### src/logic/i3c_target_pkg.sv
// Bus widths, sequencer states, SDA drive modes and the received byte union
`default_nettype none

package i3c_target_pkg;

  // Width of one bus byte
  localparam int ByteWidth = 8;
  // Width of the static target address
  localparam int AddrWidth = 7;
  // Bit counter runs 0 to 8, index 8 is the ACK/T slot
  localparam int BitIdxWidth = 4;

  // Sequencer states
  typedef enum logic [3:0] {
    Idle,
    AddrRead,
    AddrAckWait,
    AddrAckDrive,
    AddrAckHold,
    TxLoad,
    TxDrive,
    TxHold,
    TxAck,
    RxByte,
    RxAckWait,
    RxAckDrive,
    RxAckHold,
    WaitForStop
  } seq_state_e;

  // What the driver puts on SDA
  typedef enum logic [1:0] {
    Release,
    DriveLow,
    DriveTxBit
  } drive_mode_e;

  // First byte after a Start, address in the upper bits
  typedef struct packed {
    logic [AddrWidth-1:0] addr;
    logic                 rnw;
  } addr_hdr_t;

  // Same byte seen as header or as write data
  typedef union packed {
    addr_hdr_t            hdr;
    logic [ByteWidth-1:0] data;
  } rx_byte_u;

endpackage

`default_nettype wire

### src/logic/i3c_bus_event_if.sv
// Bus event interface and SDA control interface
`timescale 1ns/10ps
`default_nettype none

interface i3c_bus_event_if;

  // One-cycle SCL edge flags
  logic scl_rise;
  logic scl_fall;
  // Sampled SDA level
  logic sda;
  // One-cycle bus condition flags
  logic start;
  logic stop;

  modport sampler_mp (output scl_rise, output scl_fall, output sda, output start, output stop);
  modport consumer_mp (input scl_rise, input scl_fall, input sda, input start, input stop);

endinterface

interface sda_ctrl_if;

  // Requested SDA behaviour from the sequencer
  i3c_target_pkg::drive_mode_e drive_mode;
  // Restart of the hold timer
  logic hold_load;
  // Hold timer expired
  logic hold_done;

  modport seq_mp (output drive_mode, output hold_load, input hold_done);
  modport drv_mp (input drive_mode, input hold_load, output hold_done);

endinterface

`default_nettype wire

### src/logic/i3c_bus_sampler.sv
// Pin sampler with SCL edge, Start and Stop detection
`timescale 1ns/10ps
`default_nettype none

module i3c_bus_sampler (
  input  wire                 clk_i,
  input  wire                 rst_ni,
  input  wire                 scl_i,
  input  wire                 sda_i,
  i3c_bus_event_if.sampler_mp bus_if
);

  // Registered pins
  logic scl_q;
  logic sda_q;
  // Previous sample, for edges
  logic scl_prev_q;
  logic sda_prev_q;

  // Idle bus is high on both lines
  always_ff @(posedge clk_i or negedge rst_ni) begin
    if (!rst_ni) begin
      scl_q      <= 1'b1;
      sda_q      <= 1'b1;
      scl_prev_q <= 1'b1;
      sda_prev_q <= 1'b1;
    end else begin
      scl_q      <= scl_i;
      sda_q      <= sda_i;
      scl_prev_q <= scl_q;
      sda_prev_q <= sda_q;
    end
  end

  // SCL edges, one cycle after the pin change
  assign bus_if.scl_rise = scl_q & ~scl_prev_q;
  assign bus_if.scl_fall = ~scl_q & scl_prev_q;
  assign bus_if.sda      = sda_q;

  // SDA moves while SCL stays high
  // falling SDA is Start, rising SDA is Stop
  assign bus_if.start = scl_q & scl_prev_q & sda_prev_q & ~sda_q;
  assign bus_if.stop  = scl_q & scl_prev_q & ~sda_prev_q & sda_q;

  // Start and Stop never coincide
  start_stop_excl_a: assert property (@(posedge clk_i) disable iff (!rst_ni)
    !(bus_if.start && bus_if.stop));

endmodule

`default_nettype wire

### src/logic/i3c_byte_shifter.sv
// Bit counter, byte shift register, host ACK capture and address check
`timescale 1ns/10ps
`default_nettype none

module i3c_byte_shifter (
  input  wire                                    clk_i,
  input  wire                                    rst_ni,
  i3c_bus_event_if.consumer_mp                   bus_if,
  input  wire i3c_target_pkg::seq_state_e        state_i,
  input  wire [i3c_target_pkg::AddrWidth-1:0]    target_addr_i,
  input  wire                                    enable_i,
  output logic [i3c_target_pkg::BitIdxWidth-1:0] bit_idx_o,
  output logic                                   byte_done_o,
  output i3c_target_pkg::rx_byte_u               rx_byte_o,
  output logic                                   host_ack_o,
  output logic                                   addr_match_o
);

  localparam int IdxW  = i3c_target_pkg::BitIdxWidth;
  localparam int ByteW = i3c_target_pkg::ByteWidth;
  // ACK/T slot and last data bit
  localparam logic [IdxW-1:0] AckIdx  = IdxW'(ByteW);
  localparam logic [IdxW-1:0] LastIdx = IdxW'(ByteW - 1);

  logic [IdxW-1:0]          bit_idx_q;
  logic                     skip_fall_q;
  logic                     at_ack;
  logic                     host_ack_q;
  logic                     addr_match_q;
  i3c_target_pkg::rx_byte_u rx_byte_q;
  i3c_target_pkg::rx_byte_u rx_byte_nxt;

  assign at_ack = (bit_idx_q == AckIdx);

  // Byte after the next shift, MSB first
  always_comb begin
    rx_byte_nxt.data = {rx_byte_q.data[ByteW-2:0], bus_if.sda};
  end

  // Index moves on SCL fall
  // The fall that closes a Start is not a bit boundary
  always_ff @(posedge clk_i or negedge rst_ni) begin
    if (!rst_ni) begin
      bit_idx_q   <= '0;
      skip_fall_q <= 1'b0;
    end else if (!enable_i || bus_if.start) begin
      bit_idx_q   <= '0;
      skip_fall_q <= enable_i;
    end else if (bus_if.scl_fall) begin
      skip_fall_q <= 1'b0;
      if (skip_fall_q || at_ack) begin
        bit_idx_q <= '0;
      end else begin
        bit_idx_q <= bit_idx_q + 1'b1;
      end
    end
  end

  // Data bits shift in on SCL rise, ACK slot excluded
  always_ff @(posedge clk_i) begin
    if (bus_if.start) begin
      rx_byte_q.data <= '0;
    end else if (bus_if.scl_rise && !at_ack) begin
      rx_byte_q <= rx_byte_nxt;
    end
  end

  always_ff @(posedge clk_i or negedge rst_ni) begin
    if (!rst_ni) begin
      host_ack_q   <= 1'b0;
      addr_match_q <= 1'b0;
    end else begin
      // Host pulls SDA low to acknowledge
      if (bus_if.scl_rise && at_ack) begin
        host_ack_q <= ~bus_if.sda;
      end
      // Address compare as the eighth bit comes in
      if (!enable_i || bus_if.start) begin
        addr_match_q <= 1'b0;
      end else if (bus_if.scl_rise && (bit_idx_q == LastIdx) &&
                   (state_i == i3c_target_pkg::AddrRead)) begin
        addr_match_q <= (rx_byte_nxt.hdr.addr == target_addr_i);
      end
    end
  end

  assign bit_idx_o    = bit_idx_q;
  assign byte_done_o  = at_ack;
  assign rx_byte_o    = rx_byte_q;
  assign host_ack_o   = host_ack_q;
  assign addr_match_o = addr_match_q;

  // Index stays within the nine-slot frame
  bit_idx_range_a: assert property (@(posedge clk_i) disable iff (!rst_ni)
    bit_idx_q <= AckIdx);

endmodule

`default_nettype wire

### src/logic/i3c_target_seq.sv
// Protocol sequencer for address, write and read phases with FIFO handshakes
`timescale 1ns/10ps
`default_nettype none

module i3c_target_seq (
  input  wire                                   clk_i,
  input  wire                                   rst_ni,
  input  wire                                   enable_i,
  i3c_bus_event_if.consumer_mp                  bus_if,
  sda_ctrl_if.seq_mp                            sda_if,
  input  wire [i3c_target_pkg::BitIdxWidth-1:0] bit_idx_i,
  input  wire                                   byte_done_i,
  input  wire i3c_target_pkg::rx_byte_u         rx_byte_i,
  input  wire                                   host_ack_i,
  input  wire                                   addr_match_i,
  output i3c_target_pkg::seq_state_e            state_o,
  input  wire                                   tx_valid_i,
  output logic                                  tx_ready_o,
  output logic                                  rx_valid_o,
  output logic [i3c_target_pkg::ByteWidth-1:0]  rx_data_o,
  input  wire                                   rx_ready_i,
  output logic                                  target_idle_o,
  output logic                                  cmd_complete_o
);

  localparam int IdxW = i3c_target_pkg::BitIdxWidth;
  localparam logic [IdxW-1:0] AckIdx = IdxW'(i3c_target_pkg::ByteWidth);

  i3c_target_pkg::seq_state_e state_q;
  i3c_target_pkg::seq_state_e state_d;
  // Transaction addressed to this target
  logic addressed_q;
  logic addressed_d;
  // Host asked for a read
  logic rnw_q;
  logic rnw_d;
  // TX byte present when the read byte started
  logic tx_have_q;
  logic tx_have_d;
  logic rx_push;
  logic rx_valid_q;
  logic cmd_complete_q;
  logic [i3c_target_pkg::ByteWidth-1:0] rx_data_q;
  i3c_target_pkg::drive_mode_e tx_mode;

  // Missing TX data leaves SDA released
  assign tx_mode = tx_have_q ? i3c_target_pkg::DriveTxBit : i3c_target_pkg::Release;

  always_comb begin
    state_d           = state_q;
    addressed_d       = addressed_q;
    rnw_d             = rnw_q;
    tx_have_d         = tx_have_q;
    sda_if.drive_mode = i3c_target_pkg::Release;
    sda_if.hold_load  = 1'b0;
    tx_ready_o        = 1'b0;
    rx_push           = 1'b0;
    unique case (state_q)
      i3c_target_pkg::Idle: begin
        addressed_d = 1'b0;
      end
      // Address byte, header view of the shifter
      i3c_target_pkg::AddrRead: begin
        if (byte_done_i) begin
          rnw_d = rx_byte_i.hdr.rnw;
          if (addr_match_i) begin
            addressed_d      = 1'b1;
            sda_if.hold_load = 1'b1;
            state_d          = i3c_target_pkg::AddrAckWait;
          end else begin
            state_d = i3c_target_pkg::WaitForStop;
          end
        end
      end
      // SCL rising here means the host is too fast
      i3c_target_pkg::AddrAckWait: begin
        if (bus_if.scl_rise) begin
          state_d = i3c_target_pkg::WaitForStop;
        end else if (sda_if.hold_done) begin
          state_d = i3c_target_pkg::AddrAckDrive;
        end
      end
      // ACK low until the ninth SCL fall
      i3c_target_pkg::AddrAckDrive: begin
        sda_if.drive_mode = i3c_target_pkg::DriveLow;
        if (bus_if.scl_fall) begin
          sda_if.hold_load = 1'b1;
          state_d          = i3c_target_pkg::AddrAckHold;
        end
      end
      i3c_target_pkg::AddrAckHold: begin
        sda_if.drive_mode = i3c_target_pkg::DriveLow;
        if (sda_if.hold_done) begin
          state_d = rnw_q ? i3c_target_pkg::TxLoad : i3c_target_pkg::RxByte;
        end
      end
      // Sample TX valid once per byte, first bit after one hold time
      i3c_target_pkg::TxLoad: begin
        tx_have_d        = tx_valid_i;
        sda_if.hold_load = 1'b1;
        state_d          = i3c_target_pkg::TxHold;
      end
      i3c_target_pkg::TxDrive: begin
        sda_if.drive_mode = tx_mode;
        if (bus_if.scl_fall) begin
          sda_if.hold_load = 1'b1;
          state_d          = i3c_target_pkg::TxHold;
        end
      end
      // Old bit stays until the hold time is over
      i3c_target_pkg::TxHold: begin
        sda_if.drive_mode = tx_mode;
        if (sda_if.hold_done) begin
          state_d = (bit_idx_i == AckIdx) ? i3c_target_pkg::TxAck : i3c_target_pkg::TxDrive;
        end
      end
      // Pop after the host's ACK bit, ACK or NACK
      i3c_target_pkg::TxAck: begin
        if (bus_if.scl_fall) begin
          tx_ready_o = tx_have_q;
          state_d    = host_ack_i ? i3c_target_pkg::TxLoad : i3c_target_pkg::WaitForStop;
        end
      end
      // Unaccepted previous byte gets a NACK
      i3c_target_pkg::RxByte: begin
        if (byte_done_i) begin
          if (rx_valid_q && !rx_ready_i) begin
            state_d = i3c_target_pkg::WaitForStop;
          end else begin
            sda_if.hold_load = 1'b1;
            state_d          = i3c_target_pkg::RxAckWait;
          end
        end
      end
      i3c_target_pkg::RxAckWait: begin
        if (bus_if.scl_rise) begin
          state_d = i3c_target_pkg::WaitForStop;
        end else if (sda_if.hold_done) begin
          state_d = i3c_target_pkg::RxAckDrive;
        end
      end
      i3c_target_pkg::RxAckDrive: begin
        sda_if.drive_mode = i3c_target_pkg::DriveLow;
        if (bus_if.scl_fall) begin
          sda_if.hold_load = 1'b1;
          state_d          = i3c_target_pkg::RxAckHold;
        end
      end
      // Byte goes out as the ACK hold ends
      i3c_target_pkg::RxAckHold: begin
        sda_if.drive_mode = i3c_target_pkg::DriveLow;
        if (sda_if.hold_done) begin
          rx_push = 1'b1;
          state_d = i3c_target_pkg::RxByte;
        end
      end
      i3c_target_pkg::WaitForStop: begin
        state_d = i3c_target_pkg::WaitForStop;
      end
      default: begin
        state_d = i3c_target_pkg::Idle;
      end
    endcase

    // Bus conditions override the state
    if (!enable_i) begin
      state_d = i3c_target_pkg::Idle;
    end else if (bus_if.start) begin
      state_d = i3c_target_pkg::AddrRead;
    end else if (bus_if.stop) begin
      state_d = i3c_target_pkg::Idle;
    end
  end

  always_ff @(posedge clk_i or negedge rst_ni) begin
    if (!rst_ni) begin
      state_q        <= i3c_target_pkg::Idle;
      addressed_q    <= 1'b0;
      rnw_q          <= 1'b0;
      tx_have_q      <= 1'b0;
      rx_valid_q     <= 1'b0;
      cmd_complete_q <= 1'b0;
    end else begin
      state_q        <= state_d;
      addressed_q    <= addressed_d;
      rnw_q          <= rnw_d;
      tx_have_q      <= tx_have_d;
      cmd_complete_q <= enable_i & bus_if.stop & addressed_q;
      // Valid holds until ready
      if (rx_push) begin
        rx_valid_q <= 1'b1;
      end else if (rx_ready_i) begin
        rx_valid_q <= 1'b0;
      end
    end
  end

  // Data view of the received byte
  always_ff @(posedge clk_i) begin
    if (rx_push) begin
      rx_data_q <= rx_byte_i.data;
    end
  end

  assign state_o        = state_q;
  assign rx_valid_o     = rx_valid_q;
  assign rx_data_o      = rx_data_q;
  assign target_idle_o  = (state_q == i3c_target_pkg::Idle);
  assign cmd_complete_o = cmd_complete_q;

  // Byte on the RX port is held under back-pressure
  rx_hold_a: assert property (@(posedge clk_i) disable iff (!rst_ni)
    rx_valid_o && !rx_ready_i |=> rx_valid_o && $stable(rx_data_o));

endmodule

`default_nettype wire

### src/logic/i3c_sda_driver.sv
// Hold-time counter, transmit bit select and registered SDA output
`timescale 1ns/10ps
`default_nettype none

module i3c_sda_driver #(
  parameter int ThdWidth = 8
) (
  input  wire                                   clk_i,
  input  wire                                   rst_ni,
  sda_ctrl_if.drv_mp                            sda_if,
  input  wire [ThdWidth-1:0]                    thd_dat_i,
  input  wire [i3c_target_pkg::ByteWidth-1:0]   tx_data_i,
  input  wire [i3c_target_pkg::BitIdxWidth-1:0] bit_idx_i,
  output logic                                  sda_o
);

  localparam int ByteW = i3c_target_pkg::ByteWidth;
  localparam int SelW  = $clog2(ByteW);

  logic [ThdWidth-1:0] hold_cnt_q;
  logic [ThdWidth-1:0] hold_len;
  logic [SelW-1:0]     tx_sel;
  logic                tx_bit_q;
  logic                tx_bit_d;
  logic                sda_q;
  logic                sda_d;

  // Zero hold is one cycle
  assign hold_len = (thd_dat_i == '0) ? ThdWidth'(1) : thd_dat_i;

  // Counter runs down to 1, then rests at 0
  always_ff @(posedge clk_i or negedge rst_ni) begin
    if (!rst_ni) begin
      hold_cnt_q <= '0;
    end else if (sda_if.hold_load) begin
      hold_cnt_q <= hold_len;
    end else if (hold_cnt_q != '0) begin
      hold_cnt_q <= hold_cnt_q - 1'b1;
    end
  end

  assign sda_if.hold_done = (hold_cnt_q == ThdWidth'(1));

  // MSB goes out first
  assign tx_sel = SelW'(ByteW - 1) - bit_idx_i[SelW-1:0];

  always_comb begin
    tx_bit_d = tx_bit_q;
    // Released level until the first bit is due
    if (sda_if.drive_mode != i3c_target_pkg::DriveTxBit) begin
      tx_bit_d = 1'b1;
    end else if (sda_if.hold_done && (bit_idx_i < ByteW)) begin
      tx_bit_d = tx_data_i[tx_sel];
    end
    unique case (sda_if.drive_mode)
      i3c_target_pkg::DriveLow:   sda_d = 1'b0;
      i3c_target_pkg::DriveTxBit: sda_d = tx_bit_d;
      default:                    sda_d = 1'b1;
    endcase
  end

  always_ff @(posedge clk_i or negedge rst_ni) begin
    if (!rst_ni) begin
      tx_bit_q <= 1'b1;
      sda_q    <= 1'b1;
    end else begin
      tx_bit_q <= tx_bit_d;
      sda_q    <= sda_d;
    end
  end

  assign sda_o = sda_q;

endmodule

`default_nettype wire

### src/logic/i3c_target_top.sv
// Target top level with sampler, shifter, sequencer and SDA driver
`timescale 1ns/10ps
`default_nettype none

module i3c_target_top #(
  parameter int ThdWidth = 8
) (
  input  wire                                 clk_i,
  input  wire                                 rst_ni,
  input  wire                                 enable_i,
  input  wire                                 scl_i,
  input  wire                                 sda_i,
  output logic                                sda_o,
  input  wire [i3c_target_pkg::AddrWidth-1:0] target_addr_i,
  input  wire [ThdWidth-1:0]                  thd_dat_i,
  input  wire                                 tx_valid_i,
  input  wire [i3c_target_pkg::ByteWidth-1:0] tx_data_i,
  output logic                                tx_ready_o,
  output logic                                rx_valid_o,
  output logic [i3c_target_pkg::ByteWidth-1:0] rx_data_o,
  input  wire                                 rx_ready_i,
  output logic                                target_idle_o,
  output logic                                cmd_complete_o
);

  // Shifter to sequencer
  logic [i3c_target_pkg::BitIdxWidth-1:0] bit_idx;
  logic                                   byte_done;
  logic                                   host_ack;
  logic                                   addr_match;
  i3c_target_pkg::rx_byte_u               rx_byte;
  i3c_target_pkg::seq_state_e             state;

  i3c_bus_event_if bus_events ();
  sda_ctrl_if      sda_ctrl ();

  i3c_bus_sampler sampler_i (
    .clk_i  (clk_i),
    .rst_ni (rst_ni),
    .scl_i  (scl_i),
    .sda_i  (sda_i),
    .bus_if (bus_events.sampler_mp)
  );

  i3c_byte_shifter shifter_i (
    .clk_i         (clk_i),
    .rst_ni        (rst_ni),
    .bus_if        (bus_events.consumer_mp),
    .state_i       (state),
    .target_addr_i (target_addr_i),
    .enable_i      (enable_i),
    .bit_idx_o     (bit_idx),
    .byte_done_o   (byte_done),
    .rx_byte_o     (rx_byte),
    .host_ack_o    (host_ack),
    .addr_match_o  (addr_match)
  );

  i3c_target_seq seq_i (
    .clk_i          (clk_i),
    .rst_ni         (rst_ni),
    .enable_i       (enable_i),
    .bus_if         (bus_events.consumer_mp),
    .sda_if         (sda_ctrl.seq_mp),
    .bit_idx_i      (bit_idx),
    .byte_done_i    (byte_done),
    .rx_byte_i      (rx_byte),
    .host_ack_i     (host_ack),
    .addr_match_i   (addr_match),
    .state_o        (state),
    .tx_valid_i     (tx_valid_i),
    .tx_ready_o     (tx_ready_o),
    .rx_valid_o     (rx_valid_o),
    .rx_data_o      (rx_data_o),
    .rx_ready_i     (rx_ready_i),
    .target_idle_o  (target_idle_o),
    .cmd_complete_o (cmd_complete_o)
  );

  i3c_sda_driver #(
    .ThdWidth (ThdWidth)
  ) driver_i (
    .clk_i     (clk_i),
    .rst_ni    (rst_ni),
    .sda_if    (sda_ctrl.drv_mp),
    .thd_dat_i (thd_dat_i),
    .tx_data_i (tx_data_i),
    .bit_idx_i (bit_idx),
    .sda_o     (sda_o)
  );

endmodule

`default_nettype wire

### config.mk
export PLATFORM = sky130hd
export DESIGN_NAME = i3c_target_top
export DESIGN_NICKNAME = d
export VERILOG_FILES = /design/src/logic/i3c_target_pkg.sv /design/src/logic/i3c_bus_event_if.sv /design/src/logic/i3c_bus_sampler.sv /design/src/logic/i3c_byte_shifter.sv /design/src/logic/i3c_target_seq.sv /design/src/logic/i3c_sda_driver.sv /design/src/logic/i3c_target_top.sv
export SDC_FILE = /design/constraint.sdc
export NUM_CORES = 1
export LEC_CHECK = 0
export BUFFER_PORTS_ARGS = -buffer_cell sky130_fd_sc_hd__buf_4
export CAP_MARGIN = 20
export CORE_ASPECT_RATIO = 1.25
export CORE_MARGIN = 2
export CORE_UTILIZATION = 56
export DETAILED_ROUTE_END_ITERATION = 8
export GPL_ROUTABILITY_DRIVEN = 0
export PLACE_DENSITY = 0.91
export SLEW_MARGIN = 0
export SYNTH_ARGS = -nofsm -noshare
export SYNTH_HDL_FRONTEND = slang
export SYNTH_SLANG_ARGS = --single-unit
### constraint.sdc
create_clock -name clk_i -period 2.55 [get_ports clk_i]
set_input_delay 0 -clock clk_i [delete_from_list [all_inputs] [get_ports clk_i]]
set_output_delay 0 -clock clk_i [all_outputs]
set_load 0.02 [all_outputs]
==> key figures, run 1 <==
Outcome
  • Status: finished with violations
  • Failing checks: negative hold slack

Synth
  • Top cells by area, synth: dfrtp_1 23%, edfxtp_1 9.3%, dfxtp_1 6.2%, dfstp_2 6.1%, a21oi_1 5.4%
  • Synth Area per Inst: between 9 and 10 µm²
  • Syn Std Cell Area: approximately 2600 µm²
  • Ys Warns: 0
  • Top cell type by total area after synthesis: dfrtp_1
  • Synth Instances: 270
  • Top cell type's share of synthesized area: a little under a quarter
  • Count of cell types in the netlist: 53
  • Commonest cells post-synth: 28 x a21oi_1, 24 x dfrtp_1, 23 x nor2_1
  • Number of synthesized flops with an enable pin: 8
  • Yosys reg bits: 46
  • Post-synthesis net count: 304
  • Sequential-to-total area share from yosys stat: between 40% and 50%
  • Most frequent cell after synthesis: a21oi_1
  • Fraction of registers with async set/reset: 65.2%
  • Main flop type after synthesis: dfrtp_1

Setup path
  • Top delay family on crit path: simple AND/OR/NAND/NOR gates
  • Max FO, Critical Path: 13
  • Worst path depth: 4
  • Setup CP Type: reg -> reg
  • Critical R2R Launch: shifter_i.bit_idx_o[0]
  • Crit path buf inv count: 0
  • CP endpoint kind: flop
  • CP peak stage delay: 0.61 ns
  • Crit path required time: roughly 2.8 ns
  • Crit path from: shifter_i.bit_idx_o[0]
  • Slowest cell on crit path: or4b_4
  • Critical Path End: driver_i.hold_cnt_q[2]
  • Arr. time, crit path: about 2.4 ns
  • Worst r2r path cells: 4
  • Startpoint class of the critical path: flop
  • Critical Path, Cell by Cell: or4b_4 -> o41ai_2 -> a32oi_2 -> mux2_2
  • Worst R2R Setup Slack: around 0.36 ns
  • R2r endpoint: driver_i.hold_cnt_q[2]

Routing
  • Initial DRT Pass Iterations: 5
  • DR iter-0 viols: a little over 100
  • Via count: 2333
  • DR WL/cell: roughly 16 µm
  • Vias per inst: between 6 and 7
  • Drt total wl: between 6 and 7 mm
  • Post-route DRC: 0
  • Antenna Violating Nets Remaining: 0

Clock tree
  • Post-CTS Hold Fix Bufs: 13
  • CTS tree: yes
  • CTS H-Tree Depth: 2
  • Worst-Skew Late Latency: about 0.31 ns
  • Root Driver: clkbuf_8
  • Cts bufs inserted: 5
  • Clock Pin Slew Worst Setup and Hold Paths: roughly 0.09 ns
  • Cts repair resizes: 0
  • Number of setup buffers added after CTS: 0
  • Max clock buf depth: 2
  • Clock sink count: 46

Timing
  • Slew headroom: between 50% and 60%
  • TNS Setup: 0 ns
  • RSZ-0062 raised after global routing: no
  • Fin crit share: between 80% and 90%
  • Fmax: roughly 460 MHz
  • Hold Violations, Final: 1
  • Final Max Tran Viols: 0
  • Min Tclk post-route: approximately 2.2 ns
  • Final hold slack: -0.00425 ns
  • Worst-Margin Slew: roughly 0.66 ns
  • Final setup fails: 0
  • Layout Skew: roughly 0.0042 ns

Floorplan
  • FP Rows: 27
  • DIE AREA: 5180 µm²
  • Initial core utilization: about three fifths
  • Core box area: between 4000 and 5000 µm²
  • I/O pin count: 43
  • Die Y: 79.9 µm
  • DIE WIDTH: between 60 and 70 µm

Power
  • Final Power: ~2.0 mW
  • Leakage: about 1.3 nW
  • PD cells: between 600 and 700 nW/µm²
  • VDD IR max: 0.448 mV

Layout
  • Area Growth Syn to Fin: 22.6%
  • Layout cells sized above 1: 24.4%
  • Fillers: between 300 and 400
  • Nets@finish: 357
  • Finished Layout Cells: ~380
  • N_diodes: 0

Global route
  • Vias in the first global route: approximately 2300
  • Global-route usage over all layers: between 20% and 30%
  • First-pass GRT wire length: between 10 and 15 mm
  • Antenna violations before repair: 0
  • Pin count of the biggest net entering global routing: 31
  • Total grt overflow: 0

Placement
  • IO Port Bufs: 42
  • Inst Count DP: ~360
  • Hpwl dp: slightly above 4 mm

Min path
  • HP Class: in -> reg

Job
  • Maxcap violations: 0
## metrics by stage
stage	utilization (%)	cell area [µm²]	hold WS (ns)	setup slack, ns
floorplan	-	2580	-0.296	0.217
global placement	66.6	2950	-0.0547	0.450
detailed placement	66.6	2950	-0.0516	0.383
CTS	71.6	3170	0.00377	0.372
global route	71.6	3170	0.0314	0.226
finish	71.6	3170	-0.00425	0.357
## worst reg2reg max path, stage by stage (launching register included)
cell	delay [ns]
dfrtp_1	0.51
or4b_4	0.61
o41ai_2	0.35
a32oi_2	0.23
mux2_2	0.38
## logic make-up (layout without fill, tap and decap cells)
| family | Yosys count | after routing | synth area share [%] |
|---|---|---|---|
| AOI/OAI and AO/OA | 72 | 72 | 17.1 |
| xor gates and xnor gates | 12 | 12 | 4.07 |
| adders and majority gates | 4 | 4 | 1.94 |
| buffers and inverters | 24 | 78 | 4.36 |
| DFF | 46 | 46 | 44.8 |
| muxes | 12 | 12 | 5.91 |
| and+or+nand+nor | 100 | 100 | 21.8 |
## final cells by class
type                            count  area [µm²]  area share [%]
Multi-Input combinational cell    200        1310            41.4
Sequential cell                    46        1160            36.6
Clock buffer                        5        68.8            2.17
Inverter                            7        26.3           0.829
Tap cell                           58        72.6            2.29
Timing Repair Buffer               63         505            16.0
Clock inverter                      3        23.8           0.750
## sequential cells by signal (all words and copies together), names as in the netlist, 4 cells and up
register and flops:
driver_i.hold_cnt_q 8, seq_i.rx_data_o 8, seq_i.state_o 4, shifter_i.bit_idx_o 4
shifter_i.rx_byte_o 8
## cell usage in the layout, fill, tap and decap left out, drive strengths merged, types with 3 or more instances in the layout
master	instances
a21oi	28
a31oi	5
and3	3
buf	50
clkbuf	5
dfrtp	24
dfstp	6
dfxtp	8
dlygate4sd3	13
edfxtp	8
ha	4
inv	8
mux2	6
mux2i	4
nand2	14
nand2b	8
nand3	6
nand4	3
nor2	23
nor2b	8
nor3	10
nor4	8
nor4b	3
o21ai	20
o31ai	3
or4	3
xnor2	12
## worst min-delay path by stage
stage / start / cells after the start / endpoint
after global placement: rst_ni / 1 / driver_i.hold_cnt_q[1]
final: enable_i / 3 / shifter_i.skip_fall_q
after floorplan: rst_ni / 0 / driver_i.hold_cnt_q[0]
after global routing: enable_i / 3 / shifter_i.skip_fall_q
after CTS: enable_i / 3 / shifter_i.skip_fall_q
after detailed placement: rst_ni / 1 / driver_i.hold_cnt_q[3]
## where the power goes
part | switching, mW | internal (mW) | leakage, nW
Sequential | 0.115 | 0.835 | 0.521
Clock | 0.272 | 0.196 | 0.0408
Combinational | 0.299 | 0.279 | 0.732
## routing by layer
layer | vias up | global-route usage [%] | part of all wire (%)
met1 | 1092 | 29.4 | 37
met2 | 112 | 46.4 | 52
met4 | 0 | 16.4 | 4.4
li1 | 1102 | - | -
met3 | 27 | 4.37 | 6.2
met5 | - | 0 | 0
No activity file was read; power rests on OpenSTA's default activity.
==> run 2: changes to the inputs <==
--- a/config.mk
+++ b/config.mk
@@ -9,10 +9,10 @@
 export CAP_MARGIN = 20
 export CORE_ASPECT_RATIO = 1.25
 export CORE_MARGIN = 2
-export CORE_UTILIZATION = 56
+export CORE_UTILIZATION = 51
 export DETAILED_ROUTE_END_ITERATION = 8
 export GPL_ROUTABILITY_DRIVEN = 0
-export PLACE_DENSITY = 0.91
+export PLACE_DENSITY = 0.88
 export SLEW_MARGIN = 0
 export SYNTH_ARGS = -nofsm -noshare
 export SYNTH_HDL_FRONTEND = slang
==> constraint.sdc (replaced) <==
create_clock -name clk_i -period 1.9 [get_ports clk_i]
set_input_delay 0 -clock clk_i [delete_from_list [all_inputs] [get_ports clk_i]]
set_output_delay 0 -clock clk_i [all_outputs]
set_load 0.02 [all_outputs]
==> run 2 against run 1 <==
The run ends with negative setup slack left. Clock skew barely moved. Via count rose by 14%. Global-route usage rose by 2.1 points.
==> key figures, run 2 (synthesis gave the netlist of run 1 again) <==
Outcome
  • Status: finished with violations
  • Failing checks: negative setup slack

Setup path
  • Max FO, Critical Path: 5 (-8)
  • Crit path required time: 2.15 ns (-0.60 ns)
  • Arr. time, crit path: 2.26 ns (-0.13 ns)
  • Startpoint class of the critical path: flop
  • CP endpoint kind: flop
  • Setup CP Type: reg -> reg
  • Worst R2R Setup Slack: -0.10 ns (-0.46 ns)

Placement
  • Hpwl dp: 4.71 mm (+13%)
  • IO Port Bufs: 42 (unchanged)

Global route
  • Antenna violations before repair: 0 (unchanged)
  • First-pass GRT wire length: 12.2 mm (+18%)
  • Global-route usage over all layers: 28.5% (+2.1 points)
  • Total grt overflow: 0 (unchanged)
  • Pin count of the biggest net entering global routing: 31 (unchanged)
  • Vias in the first global route: 2605 (+15%)

Clock tree
  • Cts bufs inserted: 5 (unchanged)
  • Max clock buf depth: 2 (unchanged)
  • Clock Pin Slew Worst Setup and Hold Paths: 0.09 ns (about the same)
  • CTS H-Tree Depth: 2 (unchanged)
  • Root Driver: clkbuf_8
  • CTS tree: yes
  • Clock sink count: 46 (unchanged)
  • Worst-Skew Late Latency: 0.31 ns (about the same)

Routing
  • Antenna Violating Nets Remaining: 0 (unchanged)
  • Drt total wl: 8.10 mm (+30%)
  • Via count: 2660 (+14%)
  • Vias per inst: 6.27 (+2.7%)
  • Post-route DRC: 0 (unchanged)
  • DR WL/cell: 19.1 µm (+17%)
  • DR iter-0 viols: 247 (+140%)
  • Initial DRT Pass Iterations: 5 (unchanged)

Timing
  • Fin crit share: 105% (+19 points)
  • Min Tclk post-route: 2.00 ns (-0.189 ns)
  • Final Max Tran Viols: 0 (unchanged)
  • Hold Violations, Final: 0 (-1)
  • Fmax: 499 MHz (+9.4%)
  • Final WS setup: -0.104 ns (-0.461 ns)
  • Slew headroom: 64.6% (+9.3 points)
  • Worst-Margin Slew: 0.530 ns (-0.132 ns)
  • Layout Skew: 0.00456 ns (+0.000350 ns)
  • Final setup fails: 7 (+7)
  • TNS Setup: -0.334 ns (-0.334 ns)
  • RSZ-0062 raised after global routing: yes

Job
  • Maxcap violations: 0 (unchanged)

Power
  • Sequential share of power: 39.8% (-7.8 points)
  • Clock power frac: 24.3% (+0.9 points)
  • Internal power: 2.08 mW (+59%)
  • Sw Pwr: 1.08 mW (+58%)
  • VDD IR max: 0.835 mV (+87%)
  • Sw Share: 34.2% (-0.14 points)
  • Leakage: 1.53 nW (+19%)
  • Final Power: 3.16 mW (+58%)
  • Combinational Power Share: 35.9% (+6.9 points)
  • PD cells: 874 nW/µm² (+39%)

Floorplan
  • Core box area: 4800 µm² (+8.5%)
  • I/O pin count: 43 (unchanged)
  • Die Y: 83.6 µm (+4.6%)
  • Initial core utilization: 53.8% (-4.6 points)
  • FP Rows: 28 (+3.7%)
  • DIE AREA: 5660 µm² (+9.2%)
  • DIE WIDTH: 67.7 µm (+4.5%)

Min path
  • HP Class: in -> reg

Layout
  • Area Growth Syn to Fin: 39.9%
  • Most common cell after layout, fill and taps aside: buf_4
  • Nets@finish: 397 (+11%)
  • N_diodes: 0 (unchanged)
  • Leading cell types in the layout, fill and taps excluded: 87 x buf_4, 26 x a21oi_1, 22 x dfrtp_1
  • Post-layout util: 75.3% (+3.7 points)
  • Layout cells sized above 1: 36.8% (+12 points)
-- run 2: changes by cell type in the layout (fill, tap and decap cells not counted), moves of 2 or more --
cell / delta
a21oi_2: +2
nor4_1: -4
nor2_1: -3
dfrtp_1: -2
nand3_1: -2
dfrtp_2: +2
nor4_2: +3
buf_6: +2
nand3_2: +2
a21oi_1: -2
nor2_4: +2
buf_4: +37
-- run 2: worst paths after layout --
kind | start | cells past startpoint | endpoint
max in group asynchronous | rst_ni | 2 | sampler_i.bus_if.sda
min reg2reg | sampler_i.scl_q | 0 | sampler_i.scl_prev_q
max reg2reg | seq_i.state_o[3] | 7 | seq_i.state_o[0]
max | seq_i.state_o[3] | 7 | seq_i.state_o[0]
min in group asynchronous | rst_ni | 2 | driver_i.hold_cnt_q[2]
min | rx_ready_i | 3 | seq_i.rx_valid_o
-- run 2: stage by stage --
step / area, µm² / setup slack, ns / std cells / hold WS (ns)
final: 3610 / -0.104 / 424 / 0.0155
after global placement: 3210 / -0.0233 / 393 / -0.0569
after CTS: 3520 / 0.00221 / 420 / 0.00145
after floorplan: 2610 / 0.0309 / 270 / -0.296
after global routing: 3610 / -0.243 / 424 / 0.0373
after detailed placement: 3210 / -0.0825 / 393 / -0.0497
-- run 2: critical path, cell delays in order (launching register included) --
cell and delay (ns):
dfrtp_2 0.45, buf_4 0.16, buf_4 0.13, a31oi_1 0.29
o21ai_0 0.18, a2111oi_0 0.42, buf_4 0.19, mux2_2 0.13
-- run 2: cell type report --
cell class,instances,area (µm²)
Multi-Input combinational cell,201,1420
Fill cell,287,1180
Sequential cell,46,1160
Inverter,7,26.3
Clock buffer,5,68.8
Clock inverter,3,48.8
Tap cell,60,75.1
Timing Repair Buffer,102,816
-- run 2: per-layer routing --
| layer | routed length, µm | up-vias | global-route usage, % |
|---|---|---|---|
| met1 | 2710 | 1249 | 31.5 |
| met5 | 0 | - | 0 |
| li1 | - | 1180 | - |
| met4 | 467 | 0 | 15.0 |
| met2 | 4340 | 186 | 49.8 |
| met3 | 591 | 45 | 5.26 |
-- run 2: timing repair --
action	4_1_cts	5_1_grt
setup buffers	6	5
cloned	1	0
pin swaps	3	5
hold buffers	12	0
resized for setup	6	15
endpoints found under the setup margin	9	25
endpoints found under the hold margin	41	0
-- run 2: power groups by stage --
stage          sequential (mW)  combinational, mW  clock [mW]
2_1_floorplan             1.23              0.577           0
3_3_place_gp              1.25              0.869           0
3_5_place_dp              1.26              0.904           0
4_1_cts                   1.24               1.01       0.770
5_1_grt                   1.27               1.20       0.813
6_report                  1.26               1.13       0.767
